==> config.mk <==
export PLATFORM = sky130hd
export DESIGN_NAME = registerFile
export DESIGN_NICKNAME = d
export VERILOG_FILES = /design/src/hw/cpuPkg.sv /design/src/hw/registerFile.sv
export SDC_FILE = /design/constraint.sdc
export NUM_CORES = 2
export LEC_CHECK = 0
export ABC_AREA = 1
export ABC_CLOCK_PERIOD_IN_PS = 2350
export BUFFER_PORTS_ARGS = -buffer_cell sky130_fd_sc_hd__buf_2
export CORE_UTILIZATION = 35
export DETAILED_ROUTE_END_ITERATION = 8
export SLEW_MARGIN = 40
export SYNTH_ARGS = -nofsm -noshare
export SYNTH_HDL_FRONTEND = slang
export SYNTH_SLANG_ARGS = --single-unit
==> constraint.sdc <==
create_clock -name clk -period 2.35 [get_ports clk]
set_input_delay 0.3525 -clock clk [delete_from_list [all_inputs] [get_ports clk]]
set_output_delay 0.3525 -clock clk [all_outputs]
set_load 0.02 [all_outputs]
==> src/hw/cpuPkg.sv <==
package cpuPkg;

  localparam int xlen = 32;
  localparam int regIndexWidth = 5;
  localparam int imemDepth = 64;
  localparam int imemIndexWidth = $clog2(imemDepth);
  localparam int dmemDepth = 256;
  localparam int dmemIndexWidth = $clog2(dmemDepth);

  // rv32i major opcodes
  localparam logic [6:0] opR = 7'b0110011;
  localparam logic [6:0] opImm = 7'b0010011;
  localparam logic [6:0] opLoad = 7'b0000011;
  localparam logic [6:0] opStore = 7'b0100011;

  localparam logic [3:0] aluAnd = 4'b0000;
  localparam logic [3:0] aluOr = 4'b0001;
  localparam logic [3:0] aluAdd = 4'b0010;
  localparam logic [3:0] aluSub = 4'b0110;

  // alu operation class from main control
  localparam logic [1:0] aluOpMem = 2'b00;
  localparam logic [1:0] aluOpR = 2'b10;
  localparam logic [1:0] aluOpImm = 2'b11;

  typedef enum logic [1:0] {
    fwdNone = 2'b00,
    fwdWb = 2'b01,
    fwdMem = 2'b10
  } forwardSelT;

  typedef struct packed {
    logic [xlen-1:0] lhsValue;
    logic [xlen-1:0] rhsValue;
    logic [regIndexWidth-1:0] lhsIndex;
    logic [regIndexWidth-1:0] rhsIndex;
    logic [regIndexWidth-1:0] writeIndex;
    logic [xlen-1:0] immediate;
    logic [2:0] funct3;
    logic [6:0] funct7;
    logic [1:0] aluOp;
    logic aluSrc;
    logic memRead;
    logic memWrite;
    logic memToReg;
    logic regWrite;
    logic valid;
  } idExT;

  typedef struct packed {
    logic [xlen-1:0] aluResult;
    logic [xlen-1:0] storeData;
    logic [regIndexWidth-1:0] writeIndex;
    logic memRead;
    logic memWrite;
    logic memToReg;
    logic regWrite;
    logic valid;
  } exMemT;

  typedef struct packed {
    logic [xlen-1:0] memoryData;
    logic [xlen-1:0] aluResult;
    logic [regIndexWidth-1:0] writeIndex;
    logic memToReg;
    logic regWrite;
    logic valid;
  } memWbT;

endpackage
==> src/hw/registerFile.sv <==
`timescale 1ns/1ps

module registerFile (
  input  logic clk,
  input  logic reset,
  input  logic [cpuPkg::regIndexWidth-1:0] source1Index,
  input  logic [cpuPkg::regIndexWidth-1:0] source2Index,
  input  logic [cpuPkg::regIndexWidth-1:0] writeIndex,
  input  logic [cpuPkg::xlen-1:0] writeData,
  input  logic shouldWrite,
  output logic [cpuPkg::xlen-1:0] source1Data,
  output logic [cpuPkg::xlen-1:0] source2Data
);

  logic [cpuPkg::xlen-1:0] registers [32];
  logic writeEnable;

  assign writeEnable = shouldWrite && (writeIndex != '0);

  always_ff @(posedge clk) begin
    if (reset) begin
      for (int i = 0; i < 32; i++) begin
        registers[i] <= '0;
      end
    end else if (writeEnable) begin
      registers[writeIndex] <= writeData;
    end
  end

  // write-through so decode sees the value retiring this cycle
  always_comb begin
    source1Data = registers[source1Index];
    source2Data = registers[source2Index];
    if (writeEnable && writeIndex == source1Index) source1Data = writeData;
    if (writeEnable && writeIndex == source2Index) source2Data = writeData;
    if (source1Index == '0) source1Data = '0;
    if (source2Index == '0) source2Data = '0;
  end

endmodule

## Word level (Yosys, flattened, before mapping)

Memories as Yosys holds them, arrays and structs flattened.
Index checks and enable logic that the tools add are counted.

| storage, ports and cells | value |
|---|---|
| word-level logic and storage cells | 22 |
| bits in registers | 0 |
| bits in writable memories | 1024 |
| output and inout port bits | 64 |
| memories kept | 1 |

Memories:

| name | depth | width | rd ports | clocked after Yosys merged registers in | write ports | line | text |
|---|---|---|---|---|---|---|---|
| registers | 32 | 32 | 2 | 0 | 32 | registerFile.sv:15 | `logic [cpuPkg::xlen-1:0] registers [32];` |

| cells by class | value |
|---|---|
| equal/unequal tests | 2 |
| mux-type cells | 12 |
| reduce and logical (&&, ||, !) cells | 7 |

Operator list:

| kind | count |
|---|---|
| $mux W32 | 5 |
| $reduce_or A32 Y1 | 1 |
| $eq A5 B5 Y1 | 2 |
| $logic_not A5 Y1 | 2 |
| $mux W1 | 6 |
| $mux W5 | 1 |
| $reduce_bool A5 Y1 | 1 |
| $logic_and A1 B1 Y1 | 3 |

## Logic depth before layout (Yosys ltp)

| depth | value |
|---|---|
| word-level depth | 7 |
| gate-level depth with buffers | 13 |

## Least setup slack after synthesis

Ideal clock, no wire load.

| timing | value |
|---|---|
| path kind | input-to-reg |
| start point | input writeIndex[4] (netlist name) |
| end point | memory registers[11][0] (netlist name), enable pin |
| arrival time | 2.073 ns |
| setup slack | -0.201 ns |
| stages on the path | 10 |
| path buffers | 2 |
| path through | buf_2 > inv_2 > nand3_1 > o21ai_2 > nor2_2 > nand3_1 > inv_2 > nand2_1 > clkbuf_1 > nand2_1 |

RTL lines:

| what | line | text |
|---|---|---|
| start, declared | registerFile.sv:8 | `input logic [cpuPkg::regIndexWidth-1:0] writeIndex,` |
| end, declared | registerFile.sv:15 |  |

==> flow_metrics.tcl <==
set metrics [dict create \
    clk_path_buf_depth 3 \
    root_buffer "clkbuf_16" \
    violations "negative setup slack" \
    reg_top3 "registers (1024)" \
    path_max_fanout 2 \
    syn_inst 7417 \
    syn_area_mm2 0.05811 \
    antenna_found_initial 12 \
    postCtsHoldBufs 0 \
    setup_slack_ns -0.2017 \
    drc 0 \
    placementRows 149 \
    synth_simple_gate_area_frac 0.3008 \
    hpwlAfterDp_mm 155.5 \
    rsz0062_at_grt "true" \
    yosysTopAreaCell "edfxtp_1" \
    synth-edff-count 1024 \
    synthAdderAreaFrac 0 \
    wirelength_mm 252.2 \
    fin_crit_sh 1.086 \
    fin_crit_ns 2.552 \
    max_cap_violations 0 \
    cts-htree-levels 3 \
    crit_chain "or2_4 -> nand3_2 -> nand3_2 -> nand2_2 -> nand2_1 -> nand2_2 -> nand2_2 -> nor2_4 -> nor2_1 -> buf_4" \
    grt_max_degree 76 \
    start_kind "flip-flop" \
    yosysWarnings 0 \
    largest_register_ffs 1024 \
    synthArstFlopShare 0 \
    status "finished with violations" \
    grt_pass1_wl_mm 358.0 \
    grt_pass1_vias 52839 \
    maxSlewHeadroom 0.5804 \
    layout_commonest_cell "nand2_1" \
    clk_pin_slew_ns 0.06 \
    routed_via_density 5.735 \
    netlist_top_cells_area "edfxtp_1 (53%), nand2_1 (12%), nor2_1 (9.0%), nand3_1 (8.9%), inv_1 (3.8%)" \
    vias 56924 \
    cts_made_buffers 114 \
    syn_to_final_growth_pct 26.31 \
    ir_drop_mv 0.6489 \
    yosys_most_used_dff "edfxtp_1" \
    final.setup.tns_ns -6.185 \
    cts_tree "built" \
    end_kind "output port" \
    tightestPinTransition_ns 0.6294 \
    most-common-layout-cells "nand2_1 (1560), nor2_1 (1366), edfxtp_1 (1024), nand3_1 (798), inv_1 (548)" \
    path_class "flip-flop to output port" \
    post_dp_cell_area_mm2 0.06603 \
    wire_per_inst_um 25.41 \
    overflow 0 \
    worstPathArrival_ns 2.20 \
    start_util 0.3526 \
    boundaryPins 114 \
    io_buffers 113 \
    grtUsageTotal 0.2903 \
    drive_gt1_frac 0.2083 \
    yosysUniqueCellTypes 25 \
    drt_iter0_markers 8085 \
    syn_avg_cell_area_um2 7.834 \
    core_area_mm2 0.1648 \
    hold_viol_final 0 \
    globalplace.congestion 0.9151 \
    cellPowerDensity_mw_per_mm2 653.0 \
    synth_top_cell_area_share 0.5292 \
    synth_xor_area_frac 0.001206 \
    place_inst 9671 \
    ys_seq_elements 1024 \
    drt-pass1-iter-count 8 \
    hp-class "primary input to flip-flop" \
    worstPathRequired_ns 2.00 \
    layout.cells.non_filler 9925 \
    fillCellCount 15835 \
    synth_top_family_by_area "simple AND/OR/NAND/NOR gates" \
    leakagePower_nw 30.88 \
    drv_slew 0 \
    synth_compound_area_frac 0.08331 \
    ys_seq_area_frac 0.5292 \
    cts_num_sinks 1024 \
    dieArea_mm2 0.1677 \
    setup_viol 62 \
    drtAntennaViolNets 0 \
    die_x_um 409.5 \
    synth.area.mux_share 0 \
    fin_area_mm2 0.07340 \
    top_register "registers" \
    fmax_ghz 0.3919 \
    critPathMaxStageDelay_ns 0.39 \
    critPathSlowestCell "edfxtp_1" \
    cp_common_cell "nand2_2" \
    die_y_um 409.5 \
    layout.nets 7683 \
]
-- worst max-delay path, delay by kind of cell, from the launching register on --
family	cells	cell delay (ns)
DFF	1	0.39
buffers and inverters	1	0.15
and+or+nand+nor	9	0.89
-- metal layers --
metal  vias up  routed length, um  global-route usage
met2      4036             107000              0.4321
met5         -                 56                   0
met3       824              34590             0.08079
met4         8              15140              0.1538
met1     27238              95470              0.3822
li1      24818                  -                   -
-- stage by stage --
stage / util / hold slack [ns] / setup slack [ns] / power [mW]
after floorplan: - / 0.5915 / 0.1007 / 25.75
after global placement: 0.4007 / 0.9573 / -0.3423 / 29.20
after global routing: 0.4453 / 0.1788 / -0.2870 / 49.19
final: 0.4454 / 0.1957 / -0.2017 / 47.93
after detailed placement: 0.4007 / 0.9566 / -0.4195 / 29.30
after CTS: 0.4370 / 0.1647 / -0.2034 / 47.36
-- cell usage after synthesis, types with 2 or more instances --
cell / n
nand2_1: 1782
xor2_1: 3
nand4_1: 3
buf_4: 3
xnor2_1: 5
o21ai_1: 12
edfxtp_1: 1024
a21oi_1: 266
buf_1: 55
nor3_1: 7
nor2_1: 1389
inv_2: 13
o21ai_0: 386
buf_2: 212
or2_2: 46
clkbuf_1: 370
o211ai_1: 201
clkinv_1: 2
nand3_1: 1039
inv_1: 594
-- cells by family (layout without fill, tap and decap cells) --
group | after synthesis | count (layout)
other | 1 | 37
AO/OA/AOI/OAI | 866 | 866
flip-flops | 1024 | 1024
XOR/XNOR | 8 | 8
AND/OR/NAND/NOR | 4269 | 4269
buffers and inverters | 1249 | 1532
-- cell type report --
cell class	count	area, um2	area share
clock inverter	80	594.3	0.008098
tap	2189	2739	0.03732
antenna	5	12.51	0.0001705
timing repair buffer	709	8461	0.1153
clock buffer	134	2970	0.04047
multi-input combinational	5175	25530	0.3479
inverter	609	2338	0.03186
sequential	1024	30750	0.4190
-- where the power goes --
group,switching [mW],internal [mW],total [mW]
Combinational,5.69,3.01,8.70
Sequential,0.473,21.1,21.6
Clock,7.90,9.76,17.7
-- what timing repair did --
action | in CTS | in global routing
resized for setup | 611 | 377
pin swaps | 371 | 316
setup buffers | 20 | 9
cloned | 5 | 5
setup endpoints to repair | 64 | 64
-- final timing paths --
kind | from | endpoint | slack, ns | cells after the start
min | writeData[24] | registers[1][24] | 0.20 | 4
max | registers[24][27] | source2Data[27] | -0.20 | 10
No activity file was read; power rests on OpenSTA's default activity.
