<file path="config.mk">
export PLATFORM = sky130hd
export DESIGN_NAME = decodeUnit
export DESIGN_NICKNAME = d
export VERILOG_FILES = /design/src/hw/cpuPkg.sv /design/src/hw/decodeUnit.sv
export SDC_FILE = /design/constraint.sdc
export NUM_CORES = 1
export LEC_CHECK = 0
export ABC_AREA = 1
export ABC_CLOCK_PERIOD_IN_PS = 850
export BUFFER_PORTS_ARGS = -buffer_cell sky130_fd_sc_hd__buf_2
export CAP_MARGIN = 20
export CORE_AREA = 2 2 88 90
export DETAILED_ROUTE_END_ITERATION = 8
export DIE_AREA = 0 0 90 92
export SYNTH_ARGS = -nofsm -noshare
export SYNTH_HDL_FRONTEND = slang
export SYNTH_SLANG_ARGS = --single-unit
</file>
<file path="constraint.sdc">
create_clock -name vclk -period 0.85
set_input_delay 0.0425 -clock vclk [all_inputs]
set_output_delay 0.0425 -clock vclk [all_outputs]
set_load 0.005 [all_outputs]
</file>
<file path="src/hw/cpuPkg.sv">
package cpuPkg;

  localparam int xlen = 32;
  localparam int regIndexWidth = 5;
  localparam int imemDepth = 64;
  localparam int imemIndexWidth = $clog2(imemDepth);
  localparam int dmemDepth = 256;
  localparam int dmemIndexWidth = $clog2(dmemDepth);

  // rv32i major opcodes
  localparam logic [6:0] opR = 7'b0110011;
  localparam logic [6:0] opImm = 7'b0010011;
  localparam logic [6:0] opLoad = 7'b0000011;
  localparam logic [6:0] opStore = 7'b0100011;

  localparam logic [3:0] aluAnd = 4'b0000;
  localparam logic [3:0] aluOr = 4'b0001;
  localparam logic [3:0] aluAdd = 4'b0010;
  localparam logic [3:0] aluSub = 4'b0110;

  // alu operation class from main control
  localparam logic [1:0] aluOpMem = 2'b00;
  localparam logic [1:0] aluOpR = 2'b10;
  localparam logic [1:0] aluOpImm = 2'b11;

  typedef enum logic [1:0] {
    fwdNone = 2'b00,
    fwdWb = 2'b01,
    fwdMem = 2'b10
  } forwardSelT;

  typedef struct packed {
    logic [xlen-1:0] lhsValue;
    logic [xlen-1:0] rhsValue;
    logic [regIndexWidth-1:0] lhsIndex;
    logic [regIndexWidth-1:0] rhsIndex;
    logic [regIndexWidth-1:0] writeIndex;
    logic [xlen-1:0] immediate;
    logic [2:0] funct3;
    logic [6:0] funct7;
    logic [1:0] aluOp;
    logic aluSrc;
    logic memRead;
    logic memWrite;
    logic memToReg;
    logic regWrite;
    logic valid;
  } idExT;

  typedef struct packed {
    logic [xlen-1:0] aluResult;
    logic [xlen-1:0] storeData;
    logic [regIndexWidth-1:0] writeIndex;
    logic memRead;
    logic memWrite;
    logic memToReg;
    logic regWrite;
    logic valid;
  } exMemT;

  typedef struct packed {
    logic [xlen-1:0] memoryData;
    logic [xlen-1:0] aluResult;
    logic [regIndexWidth-1:0] writeIndex;
    logic memToReg;
    logic regWrite;
    logic valid;
  } memWbT;

endpackage
</file>
<file path="src/hw/decodeUnit.sv">
`timescale 1ns/1ps

module decodeUnit (
  input  logic [cpuPkg::xlen-1:0] instruction,
  input  logic fetchValid,
  input  logic [cpuPkg::xlen-1:0] source1Data,
  input  logic [cpuPkg::xlen-1:0] source2Data,
  output cpuPkg::idExT decoded
);

  logic [6:0] opcode;
  logic knownOpcode;
  logic [cpuPkg::xlen-1:0] immI;
  logic [cpuPkg::xlen-1:0] immS;

  assign opcode = instruction[6:0];
  assign immI = {{20{instruction[31]}}, instruction[31:20]};
  assign immS = {{20{instruction[31]}}, instruction[31:25], instruction[11:7]};

  always_comb begin
    decoded = '0;
    knownOpcode = 1'b1;
    decoded.lhsValue = source1Data;
    decoded.rhsValue = source2Data;
    decoded.lhsIndex = instruction[19:15];
    decoded.rhsIndex = instruction[24:20];
    decoded.writeIndex = instruction[11:7];
    decoded.funct3 = instruction[14:12];
    decoded.funct7 = instruction[31:25];
    decoded.immediate = (opcode == cpuPkg::opStore) ? immS : immI;

    case (opcode)
      cpuPkg::opR: begin
        decoded.aluOp = cpuPkg::aluOpR;
        decoded.regWrite = 1'b1;
      end
      cpuPkg::opImm: begin
        decoded.aluOp = cpuPkg::aluOpImm;
        decoded.aluSrc = 1'b1;
        decoded.regWrite = 1'b1;
      end
      cpuPkg::opLoad: begin
        decoded.aluOp = cpuPkg::aluOpMem;
        decoded.aluSrc = 1'b1;
        decoded.memRead = 1'b1;
        decoded.memToReg = 1'b1;
        decoded.regWrite = 1'b1;
      end
      cpuPkg::opStore: begin
        decoded.aluOp = cpuPkg::aluOpMem;
        decoded.aluSrc = 1'b1;
        decoded.memWrite = 1'b1;
      end
      default: knownOpcode = 1'b0;
    endcase

    // zero words and bubbles carry no side effects
    decoded.valid = knownOpcode && fetchValid;
    if (!decoded.valid) begin
      decoded.memRead = 1'b0;
      decoded.memWrite = 1'b0;
      decoded.memToReg = 1'b0;
      decoded.regWrite = 1'b0;
    end
  end

endmodule

</file>
### Word level (Yosys, flattened, before mapping)

Cells that the tools add are included.

* equality and inequality tests: 4
* multiplexer cells: 8
* reduce and logical (&&, ||, !) cells: 4

Operators by type and width (number)
* $eq A7 B6 Y1 const B: 2
* $eq A7 B2 Y1 const B: 1
* $eq A7 B5 Y1 const B: 1
* $reduce_or A3 Y1: 2
* $mux W1: 5
* $mux W5: 1
* $mux W4: 1
* $pmux W2 S2: 1
* $reduce_or A4 Y1: 1
* $logic_and A1 B1 Y1: 1

* input port bits: 97
* logic and storage cells: 16
* output and inout bits: 129
* register bits after elaboration: 0

### Longest topological paths before layout

* word-level depth: 5
* gate-level depth with buffers: 6
* depth with buffers taken out: 6

### Worst setup path before layout

Ideal clock, no wire load.

* kind: input-to-output
* start point: input port instruction[2] in the netlist's numbering
* end point: output port decoded[4] in the netlist's numbering
* data required time: 808 ps
* stages on the path: 6
* setup slack: 136 ps
* buffers on the path: 1
* data arrival time: 672 ps
* cell sequence: inv_1 -> nand2_2 -> nor2_8 -> nand3_4 -> nor2_2 -> buf_4

RTL lines
* start: declaration: line decodeUnit.sv:4 `input logic [cpuPkg::xlen-1:0] instruction,`
* end: declaration: line decodeUnit.sv:8 `output cpuPkg::idExT decoded`

==> results.py <==
metrics = {
    "place": {
        "placement.io_buffers": 41,
        "gp_congestion": 0.7379,
        "detailed_placement_wirelength_estimate_mm": 1.575,
    },
    "worst_setup_path": {
        "worst-endpoint-required_ns": 0.81,
        "path_cells": "buf_6 -> inv_4 -> nand2_4 -> nor2_8 -> nand2_4 -> nor2_2 -> buf_2",
        "endpoint_kind": "output pin",
        "crit_buf_inv": 3,
        "cpMostUsedCell": "sky130_fd_sc_hd__nand2_4",
        "worst_setup_path_start_kind": "input pin",
        "cp_slowest_stage_delay_ns": 0.16,
        "worst_path_dominant_cell_family": "simple AND/OR/NAND/NOR gates",
        "critPathLaunch": "instruction[2]",
        "critical_path_arrival_ns": 0.77,
        "cp_max_fo": 8,
        "slowest_stage": "sky130_fd_sc_hd__nor2_8",
        "path_class": "input pin to output pin",
    },
    "logic_synthesis": {
        "synth.top_cell.area_share_pct": 80.05,
        "synthCells": 155,
        "seq_area_frac_synth_pct": 0,
        "synth_most_common_cell": "sky130_fd_sc_hd__buf_4",
        "post_synthesis_cell_area_um2": 1097,
        "synth_net_count": 252,
        "synth_common_cells": "117 x sky130_fd_sc_hd__buf_4, 10 x sky130_fd_sc_hd__nand2_1, 7 x sky130_fd_sc_hd__inv_1",
        "yosys.area.top_type": "sky130_fd_sc_hd__buf_4",
        "average_cell_area_after_synthesis_um2": 7.079,
        "yosysWarnings": 0,
        "post_synth_main_area_contributors": "sky130_fd_sc_hd__buf_4 80%, sky130_fd_sc_hd__nand2_1 3.4%, sky130_fd_sc_hd__nand3_1 2.7%",
        "synth.distinct_cells": 15,
    },
    "detailed_routing": {
        "drt_first_iter_violations": 4,
        "detail_route.wirelength_mm": 1.875,
        "drt_drc_violations_left": 0,
        "post_drt_wl_per_cell_um": 10.19,
        "dr_total_vias": 525,
        "detail_route.vias_per_cell": 2.853,
        "tritonroute_pass_1_iters": 3,
        "antenna_violating_nets_post_route": 0,
    },
    "sta": {
        "fin_hold_ws_ns": 0.08500,
        "min_period_over_period_pct": 95.85,
        "max_clock_freq_ghz": 1.227,
        "max-slew-margin-rel_pct": 86.32,
        "final_period_minus_worst_setup_slack_ns": 0.8147,
        "setup_repair_after_global_routing_missed_its_margin": "true",
        "timing_worst_slew_pin_value_ns": 0.2031,
        "report.final.hold_viol_count": 0,
        "report.final.setup_viol": 0,
        "maxSlewViolCount": 0,
    },
    "power": {
        "design_power_total_mw": 0.1944,
        "power.internal_mw": 0.09663,
        "p_clk_share_pct": 0,
        "combPwrFrac_pct": 100.0,
        "power.ir.vdd_worst_mv": 0.02988,
        "netSwitchingPower_mw": 0.09781,
        "power_per_unit_of_standard_cell_area_nw_per_um2": 308.3,
        "swShare_pct": 50.30,
        "total_leakage_power_nw": 0.3566,
        "portion_of_total_power_attributed_to_sequential_cells_pct": 0,
    },
    "floorplan": {
        "start_util_pct": 14.73,
        "die_y_um": 92,
        "chipWidth_um": 90,
        "io-pin-count": 226,
        "core_area_um2": 7447,
        "placement_rows": 32,
        "design.die.area_um2": 8280,
    },
    "grt": {
        "grt_usage_pct": 3.729,
        "grt_pass1_wl_mm": 2.546,
        "antenna_violations_before_repair": 0,
        "number_of_global_route_vias_before_repair": 486,
        "grt_max_degree": 23,
        "gr-total-overflow": 0,
    },
    "status": {
        "status": "finished, final reports clean",
    },
    "cts": {
        "post_cts_hold_buffer_count": 0,
    },
    "min_path": {
        "min_from": "source1Data[21]",
        "hold_path_class": "input pin to output pin",
    },
    "finish": {
        "finalNetCount": 181,
        "areaGrowthSynthToFinish_pct": -42.53,
        "final_layout_size_suffix_gt1_share_pct": 75.61,
        "flops_and_latches": 0,
        "seqCellArea_um2": 0,
        "clkbuf_count": 0,
        "antenna_cells": 0,
        "utilization_pct": 8.468,
    },
    "job": {
        "max_cap_viol_count": 0,
    },
}
-- power by group through the flow --
| stage | sequential (mW) | combinational (mW) | clock, mW |
|---|---|---|---|
| after floorplan | 0 | 0.496 | 0 |
| after global placement | 0 | 0.157 | 0 |
| after detailed placement | 0 | 0.158 | 0 |
| after CTS | 0 | 0.183 | 0 |
| after global routing | 0 | 0.212 | 0 |
| final | 0 | 0.194 | 0 |
-- kinds of logic (layout without fill, tap and decap cells) --
group	after synthesis	after routing	synth area share, %
buffers and inverters	125	52	82.78
and+or+nand+nor	29	29	16.76
AOI/OAI and AO/OA	1	1	0.4557
-- placed cells by master (no fill, tap or decap) --
master / count
sky130_fd_sc_hd__buf_2: 38
sky130_fd_sc_hd__buf_4: 3
sky130_fd_sc_hd__buf_6: 3
sky130_fd_sc_hd__inv_1: 5
sky130_fd_sc_hd__inv_4: 3
sky130_fd_sc_hd__nand2_1: 6
sky130_fd_sc_hd__nand2_2: 3
sky130_fd_sc_hd__nand2_4: 5
sky130_fd_sc_hd__nand3_1: 6
sky130_fd_sc_hd__nand3_2: 1
sky130_fd_sc_hd__nand3_4: 1
sky130_fd_sc_hd__nor2_1: 1
sky130_fd_sc_hd__nor2_2: 3
sky130_fd_sc_hd__nor2_4: 1
sky130_fd_sc_hd__nor2_8: 1
sky130_fd_sc_hd__nor3_1: 1
sky130_fd_sc_hd__o21ai_0: 1
-- per-layer routing --
layer / part of all wire (%) / vias up / GRT usage, %
met5: 0 / - / 0
met4: 15 / 0 / 5.769
met3: 23 / 52 / 2.054
met2: 44 / 65 / 6.516
met1: 18 / 204 / 2.034
li1: - / 204 / -
-- what timing repair did --
item,4_1_cts,5_1_grt
endpoints found under the setup margin,4,12
setup buffers,3,0
resized for setup,7,9
pin swaps,6,9
-- final timing paths --
path / endpoint / slack, ns / cells after the start
setup / recovery: decoded[3] / 0.04 / 7
hold / removal: decoded[118] / 0.09 / 0
-- through the flow --
step / setup WS (ns) / std cells / cell area [um2] / setup TNS, ns
detailed placement: -0.03873 / 181 / 551.8 / -0.05396
global route: -0.03152 / 184 / 630.6 / -0.1243
floorplan: 0.1356 / 155 / 1097 / 0
CTS: -0.01136 / 184 / 600.6 / -0.01136
global placement: -0.03473 / 181 / 551.8 / -0.03473
finish: 0.03530 / 184 / 630.6 / 0
-- layout make-up --
| class | count | area [um2] |
|---|---|---|
| fill | 886 | 6817 |
| timing repair buffer | 44 | 246.5 |
| inverter | 8 | 37.54 |
| multi-input combinational | 30 | 219.0 |
| tap | 102 | 127.6 |
Power figures use the tool's default switching activity.
