`config.mk`:
```
export PLATFORM = sky130hd
export DESIGN_NAME = executeUnit
export DESIGN_NICKNAME = d
export VERILOG_FILES = /design/src/hw/cpuPkg.sv /design/src/hw/executeUnit.sv
export SDC_FILE = /design/constraint.sdc
export NUM_CORES = 1
export LEC_CHECK = 0
export ABC_AREA = 1
export BUFFER_PORTS_ARGS = -buffer_cell sky130_fd_sc_hd__clkbuf_2
export CELL_PAD_IN_SITES_DETAIL_PLACEMENT = 2
export CELL_PAD_IN_SITES_GLOBAL_PLACEMENT = 2
export CORE_ASPECT_RATIO = 0.9
export CORE_MARGIN = 2
export CORE_UTILIZATION = 24
export DETAILED_ROUTE_END_ITERATION = 8
export PLACE_DENSITY_LB_ADDON = 0.1
export SETUP_SLACK_MARGIN = 0.02
export SYNTH_ARGS = -nofsm -noshare
export SYNTH_HDL_FRONTEND = slang
export SYNTH_SLANG_ARGS = --single-unit
```
`constraint.sdc`:
```
create_clock -name vclk -period 8.1
set_input_delay 0.81 -clock vclk [all_inputs]
set_output_delay 0.81 -clock vclk [all_outputs]
set_load 0.03 [all_outputs]
```
`src/hw/cpuPkg.sv`:
```
package cpuPkg;

  localparam int xlen = 32;
  localparam int regIndexWidth = 5;
  localparam int imemDepth = 64;
  localparam int imemIndexWidth = $clog2(imemDepth);
  localparam int dmemDepth = 256;
  localparam int dmemIndexWidth = $clog2(dmemDepth);

  // rv32i major opcodes
  localparam logic [6:0] opR = 7'b0110011;
  localparam logic [6:0] opImm = 7'b0010011;
  localparam logic [6:0] opLoad = 7'b0000011;
  localparam logic [6:0] opStore = 7'b0100011;

  localparam logic [3:0] aluAnd = 4'b0000;
  localparam logic [3:0] aluOr = 4'b0001;
  localparam logic [3:0] aluAdd = 4'b0010;
  localparam logic [3:0] aluSub = 4'b0110;

  // alu operation class from main control
  localparam logic [1:0] aluOpMem = 2'b00;
  localparam logic [1:0] aluOpR = 2'b10;
  localparam logic [1:0] aluOpImm = 2'b11;

  typedef enum logic [1:0] {
    fwdNone = 2'b00,
    fwdWb = 2'b01,
    fwdMem = 2'b10
  } forwardSelT;

  typedef struct packed {
    logic [xlen-1:0] lhsValue;
    logic [xlen-1:0] rhsValue;
    logic [regIndexWidth-1:0] lhsIndex;
    logic [regIndexWidth-1:0] rhsIndex;
    logic [regIndexWidth-1:0] writeIndex;
    logic [xlen-1:0] immediate;
    logic [2:0] funct3;
    logic [6:0] funct7;
    logic [1:0] aluOp;
    logic aluSrc;
    logic memRead;
    logic memWrite;
    logic memToReg;
    logic regWrite;
    logic valid;
  } idExT;

  typedef struct packed {
    logic [xlen-1:0] aluResult;
    logic [xlen-1:0] storeData;
    logic [regIndexWidth-1:0] writeIndex;
    logic memRead;
    logic memWrite;
    logic memToReg;
    logic regWrite;
    logic valid;
  } exMemT;

  typedef struct packed {
    logic [xlen-1:0] memoryData;
    logic [xlen-1:0] aluResult;
    logic [regIndexWidth-1:0] writeIndex;
    logic memToReg;
    logic regWrite;
    logic valid;
  } memWbT;

endpackage
```
`src/hw/executeUnit.sv`:
```
`timescale 1ns/1ps

module executeUnit (
  input  cpuPkg::idExT stage,
  input  logic [cpuPkg::regIndexWidth-1:0] memWriteIndex,
  input  logic memRegWrite,
  input  logic [cpuPkg::xlen-1:0] memAluResult,
  input  logic [cpuPkg::regIndexWidth-1:0] wbWriteIndex,
  input  logic wbRegWrite,
  input  logic [cpuPkg::xlen-1:0] wbData,
  output cpuPkg::exMemT result
);

  cpuPkg::forwardSelT lhsSelect;
  cpuPkg::forwardSelT rhsSelect;
  logic [cpuPkg::xlen-1:0] lhsForwarded;
  logic [cpuPkg::xlen-1:0] rhsForwarded;
  logic [cpuPkg::xlen-1:0] operand2;
  logic [3:0] aluControl;
  logic [cpuPkg::xlen-1:0] aluResult;

  // memory stage is younger, so it wins over writeback
  function automatic cpuPkg::forwardSelT selectSource(
    input logic [cpuPkg::regIndexWidth-1:0] readIndex
  );
    if (memRegWrite && memWriteIndex != '0 && memWriteIndex == readIndex) begin
      return cpuPkg::fwdMem;
    end
    if (wbRegWrite && wbWriteIndex != '0 && wbWriteIndex == readIndex) begin
      return cpuPkg::fwdWb;
    end
    return cpuPkg::fwdNone;
  endfunction

  always_comb begin
    lhsSelect = selectSource(stage.lhsIndex);
    rhsSelect = selectSource(stage.rhsIndex);
    case (lhsSelect)
      cpuPkg::fwdMem: lhsForwarded = memAluResult;
      cpuPkg::fwdWb: lhsForwarded = wbData;
      default: lhsForwarded = stage.lhsValue;
    endcase
    case (rhsSelect)
      cpuPkg::fwdMem: rhsForwarded = memAluResult;
      cpuPkg::fwdWb: rhsForwarded = wbData;
      default: rhsForwarded = stage.rhsValue;
    endcase
  end

  assign operand2 = stage.aluSrc ? stage.immediate : rhsForwarded;

  always_comb begin
    aluControl = cpuPkg::aluAdd;
    if (stage.aluOp != cpuPkg::aluOpMem) begin
      case (stage.funct3)
        3'b111: aluControl = cpuPkg::aluAnd;
        3'b110: aluControl = cpuPkg::aluOr;
        default: begin
          // funct7[5] marks sub, only meaningful for r-type
          if (stage.aluOp == cpuPkg::aluOpR && stage.funct7[5]) aluControl = cpuPkg::aluSub;
        end
      endcase
    end
  end

  always_comb begin
    case (aluControl)
      cpuPkg::aluAnd: aluResult = lhsForwarded & operand2;
      cpuPkg::aluOr: aluResult = lhsForwarded | operand2;
      cpuPkg::aluSub: aluResult = lhsForwarded - operand2;
      default: aluResult = lhsForwarded + operand2;
    endcase
  end

  always_comb begin
    result.aluResult = aluResult;
    result.storeData = rhsForwarded;
    result.writeIndex = stage.writeIndex;
    result.memRead = stage.memRead;
    result.memWrite = stage.memWrite;
    result.memToReg = stage.memToReg;
    result.regWrite = stage.regWrite;
    result.valid = stage.valid;
  end

endmodule

```
# Word-level counts from Yosys, hierarchy flattened
# Cells that the tools add are included.
[totals]
input_bits = 205
ff_bits = 0
word_cells = 49
output_inout_bits = 74
[op_classes]
n_mux = 21
bitwise_logic = 2
reduce_logical = 11
n_eq_ne = 13
add_sub_neg = 2
[op_table]
columns = ["operator", "n"]
rows = [
  ["$pmux W32 S2", 2],
  ["$pmux W32 S3", 1],
  ["$add A32 B32 Y32", 1],
  ["$and A32 B32 Y32", 1],
  ["$mux W32", 1],
  ["$or A32 B32 Y32", 1],
  ["$sub A32 B32 Y32", 1],
  ["$eq A5 B5 Y1", 4],
  ["$mux W2", 8],
  ["$reduce_bool A5 Y1", 2],
  ["$logic_and A1 B1 Y1", 7],
  ["$eq A2 B2 Y1 const B", 3],
  ["$eq A3 B3 Y1 const B", 2],
  ["$mux W1", 6],
  ["$mux W3", 2],
  ["$pmux W3 S2", 1],
  ["$eq A2 B1 Y1 const B", 2],
  ["$eq A4 B1 Y1 const B", 1],
  ["$eq A4 B3 Y1 const B", 1],
  ["$logic_not A4 Y1", 1],
  ["$reduce_bool A2 Y1", 1],
]

# Logic depth before layout (Yosys ltp)
# Gate-level depths: netlist (run 1).
[depth]
ltp_word = 12
depth_mapped = 34
ltp_nobuf = 33

# Worst setup path after synthesis (run 1)
# No wires, ideal clock.
[synth_timing]
path_type = "in2out"
startpoint = "input memWriteIndex[4] (netlist bit)"
endpoint = "output result[72] (netlist bit)"
n_path_buf = 1
arrival_ns = 5.115
cell_stages = 29
required_time_ns = 7.290
slack_ns = 2.175
path_cell_list = "xor2_1 nor2_2 nand3_2 buf_6 nand3_1 nand3_1 o21ai_2 ha_1 nand3_1 nor2_4 nand4_2 nand2_1 o21ai_0 xor2_1 ha_1 nand2_1 nor2_1 nand2_1 nand2_1 a31oi_1 o21ai_0 nand2_1 nor2_1 nor2_1 o21ai_0 nand2_1 a21oi_1 nor2_1 a21oi_1"
[synth_lines]
columns = ["element", "line_no", "rtl"]
rows = [
  ["start: declaration", "executeUnit.sv:5", "input logic [cpuPkg::regIndexWidth-1:0] memWriteIndex,"],
  ["end: declaration", "executeUnit.sv:11", "output cpuPkg::exMemT result"],
]

==> flow_metrics.py, run 1 <==
metrics = {
    "status": {
        "status": "complete, no violations",
    },
    "synthesis": {
        "synth.distinct_cells": 48,
        "synthAdderAreaFrac": 0.07962,
        "syn_avg_cell_area_um2": 5.495,
        "synth_top_family_by_area": "simple AND/OR/NAND/NOR gates",
        "syn_area_um2": 5594,
        "synth_xor_area_frac": 0.08924,
        "synth_cells": 1018,
        "yosysWarnings": 0,
        "yosys.area_share.simple": 0.4739,
        "yosysSeqAreaShare": 0,
        "syn_nets": 1258,
        "synthMuxAreaShare": 0,
        "synth-compound-area-share": 0.2221,
    },
    "critical_path": {
        "cp_num_buf_inv": 3,
        "crit_top_cell": "nand2_1",
        "cp_data_required_time_ns": 7.29,
        "cp.arrival_ns": 6.44,
        "cp_max_fo": 50,
        "cp_top_family": "simple AND/OR/NAND/NOR gates",
        "critPathMaxStageDelay_ns": 0.47,
        "crit_path_start": "memWriteIndex[2]",
        "crit_cells": 30,
        "slowest_stage": "nor2_2",
        "worstSetupPathType": "in2out",
        "worst_setup_path_end_kind": "primary output",
        "critPathLaunchType": "input port",
        "crit_path_end": "result[72]",
    },
    "clock_network": {
        "holdBufCountCts": 0,
        "cts_resized": 0,
        "post_cts_buffers": 0,
    },
    "cells_and_area": {
        "syn2layout_area_growth_pct": 25.70,
        "drive_above_1_share": 0.2907,
        "fillers": 3024,
        "most-common-layout-cells": "253 x clkbuf_2, 217 x nand2_1, 130 x nand3_1, 105 x inv_1, 83 x nor2_1",
        "regArea_um2": 0,
        "final_nets": 1470,
        "n_clock_buffer": 0,
        "final_common_cell": "clkbuf_2",
        "flops_and_latches": 0,
    },
    "grt": {
        "grt_start_max_net_pins": 51,
        "grt_first_pass_wirelength_um": 47870,
        "grt_use_total": 0.2487,
        "grt_overflow": 0,
        "grt_pass1_vias": 8452,
        "antenna_found_initial": 5,
    },
    "timing": {
        "max_freq_mhz": 138.0,
        "tightest_slew_ns": 0.9569,
        "final_hold_viol_count": 0,
        "tns_ns": 0,
        "setup_viol": 0,
        "finalCriticalPeriod_ns": 7.245,
        "fin_crit_sh": 0.8945,
        "maxSlewViolCount": 0,
        "rsz0062_at_grt": "no",
        "relSlewSlack": 0.3597,
    },
    "detailed_routing": {
        "ant_nets": 0,
        "viasPerCell": 5.157,
        "drt-total-wl_um": 30910,
        "vias": 7885,
        "post_drt_wl_per_cell_um": 20.22,
        "drtPass1Iterations": 4,
        "initialDrtViolationCount": 288,
        "drcViolationCount": 0,
    },
    "floorplanning": {
        "dieWidth_um": 164.9,
        "ioPinCount": 279,
        "core_um2": 22710,
        "dieArea_um2": 24550,
        "initial_core_util": 0.2464,
        "die_h_um": 148.8,
        "rows": 52,
    },
    "place": {
        "portBuffers": 253,
        "hpwl_um": 26280,
        "gp_congestion": 0.9013,
    },
    "worst_hold_path": {
        "worst_hold_path_type": "in2out",
        "min_path_cells": 0,
    },
    "power_and_ir_drop": {
        "power_w": 0.0007755,
        "powerDensity_nw_per_um2": 110.3,
        "p_leak_nw": 3.795,
        "peakVddDrop_v": 0.00008988,
    },
    "run": {
        "cap_violations": 0,
    },
}
[metrics by stage]
| stage | std cells | hold WS, ns | worst slack (ns) | instance area, um^2 | util |
|---|---|---|---|---|---|
| 2_1_floorplan | 1018 | 1.752 | 2.175 | 5594 | - |
| 3_3_place_gp | 1525 | 1.620 | 1.024 | 7022 | 0.3092 |
| 3_5_place_dp | 1525 | 1.620 | 0.8738 | 7022 | 0.3092 |
| 4_1_cts | 1525 | 1.620 | 0.8584 | 7022 | 0.3092 |
| 5_1_grt | 1528 | 1.620 | 0.2753 | 7029 | 0.3096 |
| 6_report | 1529 | 1.620 | 0.8548 | 7032 | 0.3097 |
[power breakdown]
| group | switching [W] | internal (W) |
|---|---|---|
| clock | 0 | 0.0000000000662 |
| combinational | 0.000522 | 0.000253 |
| sequential | 0 | 0 |
| total | 0.000522 | 0.000253 |
[worst min-delay path by stage]
stage | slack (ns) | to | start
4_1_cts | 1.62 | result[0] | stage[0]
2_1_floorplan | 1.75 | result[0] | stage[0]
6_report | 1.62 | result[2] | stage[2]
3_5_place_dp | 1.62 | result[0] | stage[0]
5_1_grt | 1.62 | result[3] | stage[3]
3_3_place_gp | 1.62 | result[0] | stage[0]
[layer usage]
layer | track usage | vias up | routed length, um
met5 | 0 | - | 13
met4 | 0.03435 | 2 | 411
met3 | 0.02474 | 26 | 1314
met2 | 0.4678 | 171 | 15600
met1 | 0.3112 | 3813 | 13580
li1 | - | 3873 | -
[synth_stat cells, drive strengths merged (6+ instances only)]
library cell / count / area share
nand2: 237 / 0.17
buf: 37 / 0.046
nand3b: 7 / 0.0094
ha: 34 / 0.076
or2: 8 / 0.0089
xnor2: 22 / 0.034
a31oi: 6 / 0.0067
inv: 110 / 0.074
nand3: 164 / 0.18
a21oi: 69 / 0.062
xor2: 35 / 0.055
nor3: 20 / 0.018
o21ai: 69 / 0.064
nand4: 10 / 0.012
o22ai: 27 / 0.030
clkbuf: 23 / 0.015
nor2: 96 / 0.074
o221ai: 16 / 0.025
[cell families after synthesis]
| logic type | count (synthesis) |
|---|---|
| and+or+nand+nor | 547 |
| AOI/OAI and AO/OA | 209 |
| buffers and inverters | 170 |
| xor gates and xnor gates | 57 |
| adders and majority gates | 35 |
[cell type report]
| type | count | area (um^2) | area share |
|---|---|---|---|
| antenna | 4 | 10.01 | 0.001423 |
| inverter | 110 | 412.9 | 0.05872 |
| multi-input combinational | 848 | 4843 | 0.6888 |
| tap | 297 | 371.6 | 0.05285 |
| timing repair buffer | 270 | 1394 | 0.1982 |
No activity file was read; power rests on OpenSTA's default activity.
==> run 2, diff against run 1 <==
==> constraint.sdc (replaced) <==
create_clock -name vclk -period 8.1
set_input_delay 2.025 -clock vclk [all_inputs]
set_output_delay 2.025 -clock vclk [all_outputs]
set_load 0.03 [all_outputs]
==> run 2 against run 1 <==
  * The flow now stops in global routing (5_1_grt)
  * Synthesized cell count is the same
  * Synthesized area stayed put
==> flow_metrics.py, run 2 <==
metrics = {
    "synthesis": {
        "synth_top_area_share": 0.1456,
        "yosys-top-cells-area": "nand2_1 15%, nand3_1 12%, ha_1 7.6%, inv_1 7.0%, a21oi_1 6.2%",
        "yosysSeqAreaShare": 0,
        "yosys-top-cells-count": "217 x nand2_1, 130 x nand3_1, 105 x inv_1, 85 x nor2_1, 69 x a21oi_1",
        "synth.largest_area_cell": "nand2_1",
        "syn_avg_cell_area_um2": 5.495,
        "syn_nets": 1258,
        "syn_area_um2": 5594,
        "yosysMostFrequentCell": "nand2_1",
        "synth_cells": 1018,
        "yosysWarnings": 0,
        "synth.distinct_cells": 48,
    },
    "status": {
        "status": "aborted with a tool error",
        "stop_stage": "global routing (5_1_grt)",
        "firstError": "[ERROR GRT-0232] Routing congestion too high. Check the congestion heatmap in the GUI.",
    },
    "floorplanning": {
        "rows": 52,
        "ioPinCount": 279,
        "initial_core_util": 0.2464,
        "dieWidth_um": 164.9,
        "die_h_um": 148.8,
    },
    "timing": {
        "worst_path_end_type": "top-level output",
        "worst_endpoint": "result[71]",
    },
    "grt": {
        "grt_use_total": 0.7778,
        "grt_start_max_net_pins": 51,
        "grt_overflow": 114,
        "antenna_found_initial": 11,
    },
    "place": {
        "dpl.cell_count": 1788,
        "gp_congestion": 0.8902,
        "portBuffers": 253,
        "hpwl_um": 31310,
    },
    "clock_network": {
        "holdBufCountCts": 0,
    },
}
==> run 2: cell counts after synthesis <==
Identical to the previous run, type by type.
==> run 2: cell families after synthesis <==
logic type,share of synthesized area
and+or+nand+nor,0.4739
AOI/OAI and AO/OA,0.2221
buffers and inverters,0.1351
xor gates and xnor gates,0.08924
adders and majority gates,0.07962
==> run 2: what timing repair did <==
item	CTS
pin swaps	108
hold endpoints to repair	0
endpoints found under the setup margin	20
gates resized for setup	248
buffers inserted	47
gates cloned	2
==> run 2: routing by layer <==
| metal | overflow | global-route usage |
|---|---|---|
| met1 | 0 | 0.7535 |
| met5 | 1 | 0.2252 |
| met2 | 63 | 0.9374 |
| met3 | 1 | 0.6586 |
| met4 | 49 | 0.8113 |
==> run 2: metrics by stage <==
step / setup slack (ns) / hold slack (ns) / TNS (ns) / area [um^2]
3_5_place_dp: -0.8777 / 4.050 / -9.091 / 9046
4_1_cts: -0.2120 / 4.050 / -1.375 / 10400
2_1_floorplan: 0.05331 / 4.182 / 0 / 5607
3_3_place_gp: -0.5883 / 4.050 / -4.746 / 9046
==> run 3, diff against run 2 <==
- CELL_PAD_IN_SITES_DETAIL_PLACEMENT: 2 -> not set
- CELL_PAD_IN_SITES_GLOBAL_PLACEMENT: 2 -> not set
- CORE_ASPECT_RATIO: 0.9 -> not set
- CORE_UTILIZATION: 24 -> 40
- PLACE_DENSITY_LB_ADDON: 0.1 -> 0.15
- SETUP_SLACK_MARGIN: 0.02 -> not set
==> run 3 against run 2 <==
  * The flow now finishes, with violations (setup timing)
==> flow_metrics.py, run 3 (synthesis results as in run 1) <==
metrics = {
    "grt": {
        "grt_start_max_net_pins": 40,
        "antenna_found_initial": 0,
        "grt_overflow": 0,
        "grt_use_total": 0.3389,
        "grt_first_pass_wirelength_um": 40500,
        "grt_pass1_vias": 8338,
    },
    "floorplanning": {
        "ioPinCount": 279,
        "dieArea_um2": 14950,
        "initial_core_util": 0.4062,
        "die_h_um": 122.3,
        "core_um2": 13770,
        "dieWidth_um": 122.3,
        "rows": 43,
    },
    "critical_path": {
        "cp.arrival_ns": 6.11,
        "worst_setup_path_end_kind": "primary output",
        "cp_data_required_time_ns": 6.08,
        "critPathLaunchType": "input port",
        "worstSetupPathType": "in2out",
        "cp_max_fo": 6,
        "crit_top_cell": "nand2_2",
        "critPathMaxStageDelay_ns": 0.36,
        "slowest_stage": "ha_1",
    },
    "timing": {
        "tightest_slew_ns": 0.9588,
        "relSlewSlack": 0.3601,
        "setup_viol": 2,
        "fin_crit_sh": 1.004,
        "final_hold_viol_count": 0,
        "setup_ws_ns": -0.03151,
        "max_freq_mhz": 123.0,
        "rsz0062_at_grt": "yes",
        "maxSlewViolCount": 0,
        "finalCriticalPeriod_ns": 8.132,
    },
    "power_and_ir_drop": {
        "peakVddDrop_v": 0.00009081,
        "p_leak_nw": 5.315,
        "powerDensity_nw_per_um2": 111.9,
        "power_w": 0.001108,
    },
    "cells_and_area": {
        "diodes": 0,
        "syn2layout_area_growth_pct": 76.99,
        "regArea_um2": 0,
        "flops_and_latches": 0,
        "most-common-layout-cells": "257 x buf_4, 231 x clkbuf_2, 179 x nand2_1, 110 x nand3_1, 94 x inv_1",
        "n_clock_buffer": 0,
        "final_common_cell": "buf_4",
        "final_nets": 1727,
        "drive_above_1_share": 0.5172,
    },
    "detailed_routing": {
        "drt-total-wl_um": 27880,
        "viasPerCell": 5.443,
        "drcViolationCount": 0,
        "ant_nets": 0,
        "post_drt_wl_per_cell_um": 16.74,
        "drtPass1Iterations": 5,
        "vias": 9063,
        "initialDrtViolationCount": 530,
    },
    "place": {
        "gp_congestion": 0.9700,
        "portBuffers": 253,
        "hpwl_um": 21570,
        "dp_worst_setup_slack_ns": -0.4073,
    },
    "worst_hold_path": {
        "worst_hold_path_type": "in2out",
    },
    "run": {
        "cap_violations": 0,
    },
    "status": {
        "violations": "setup timing",
        "status": "finished with violations",
    },
    "clock_network": {
        "holdBufCountCts": 0,
    },
}
run 3: power by group:
part	leakage [nW]	internal (W)	total [W]	switching, W
registers	0	0	0	0
clock network	0	0	0	0
logic	5.32	0.000491	0.00111	0.000617
total	5.32	0.000491	0.00111	0.000617
run 3: final timing paths:
path / from / endpoint / slack (ns) / depth (start not counted)
min: stage[3] / result[3] / 4.05 / 0
max: stage[56] / result[71] / -0.03 / 34
run 3: per-layer routing:
layer,global-route usage,share of wire,wire length (um),up-vias
met3,0.02974,0.069,1914,121
met2,0.6278,0.49,13710,468
met4,0.1609,0.064,1797,0
met5,0,0,0,-
met1,0.3891,0.38,10460,4070
li1,-,-,-,4404
run 3: what timing repair did:
item	in CTS	in global routing
cloned	0	4
gates resized for setup	108	184
buffers inserted	9	27
setup endpoints to repair	16	20
pin swaps	48	104
run 3: worst max-delay path, delay by kind of cell:
| family | cells | cell delay (ns) |
|---|---|---|
| AO/OA/AOI/OAI | 4 | 0.51 |
| AND/OR/NAND/NOR | 18 | 1.73 |
| adder cells (fa/ha/maj) | 1 | 0.36 |
| buffers and inverters | 9 | 1.19 |
| XOR/XNOR | 2 | 0.30 |
run 3: area by class of cell:
class	count	area (um^2)
fill	1218	3872
inverter	110	420.4
multi-input combinational	849	5639
tap	180	225.2
timing repair buffer	526	3616
run 3: stage by stage:
| stage | TNS [ns] | util | cells | hold slack, ns | area (um^2) |
|---|---|---|---|---|---|
| 3_3_place_gp | -2.413 | 0.6215 | 1629 | 4.050 | 8559 |
| 3_5_place_dp | -3.370 | 0.6215 | 1629 | 4.050 | 8559 |
| 4_1_cts | -0.2366 | 0.6526 | 1636 | 4.050 | 8989 |
| 6_report | -0.05738 | 0.7188 | 1665 | 4.050 | 9901 |
| 2_1_floorplan | 0 | - | 1018 | 4.182 | 5607 |
| 5_1_grt | -2.529 | 0.7188 | 1665 | 4.050 | 9901 |
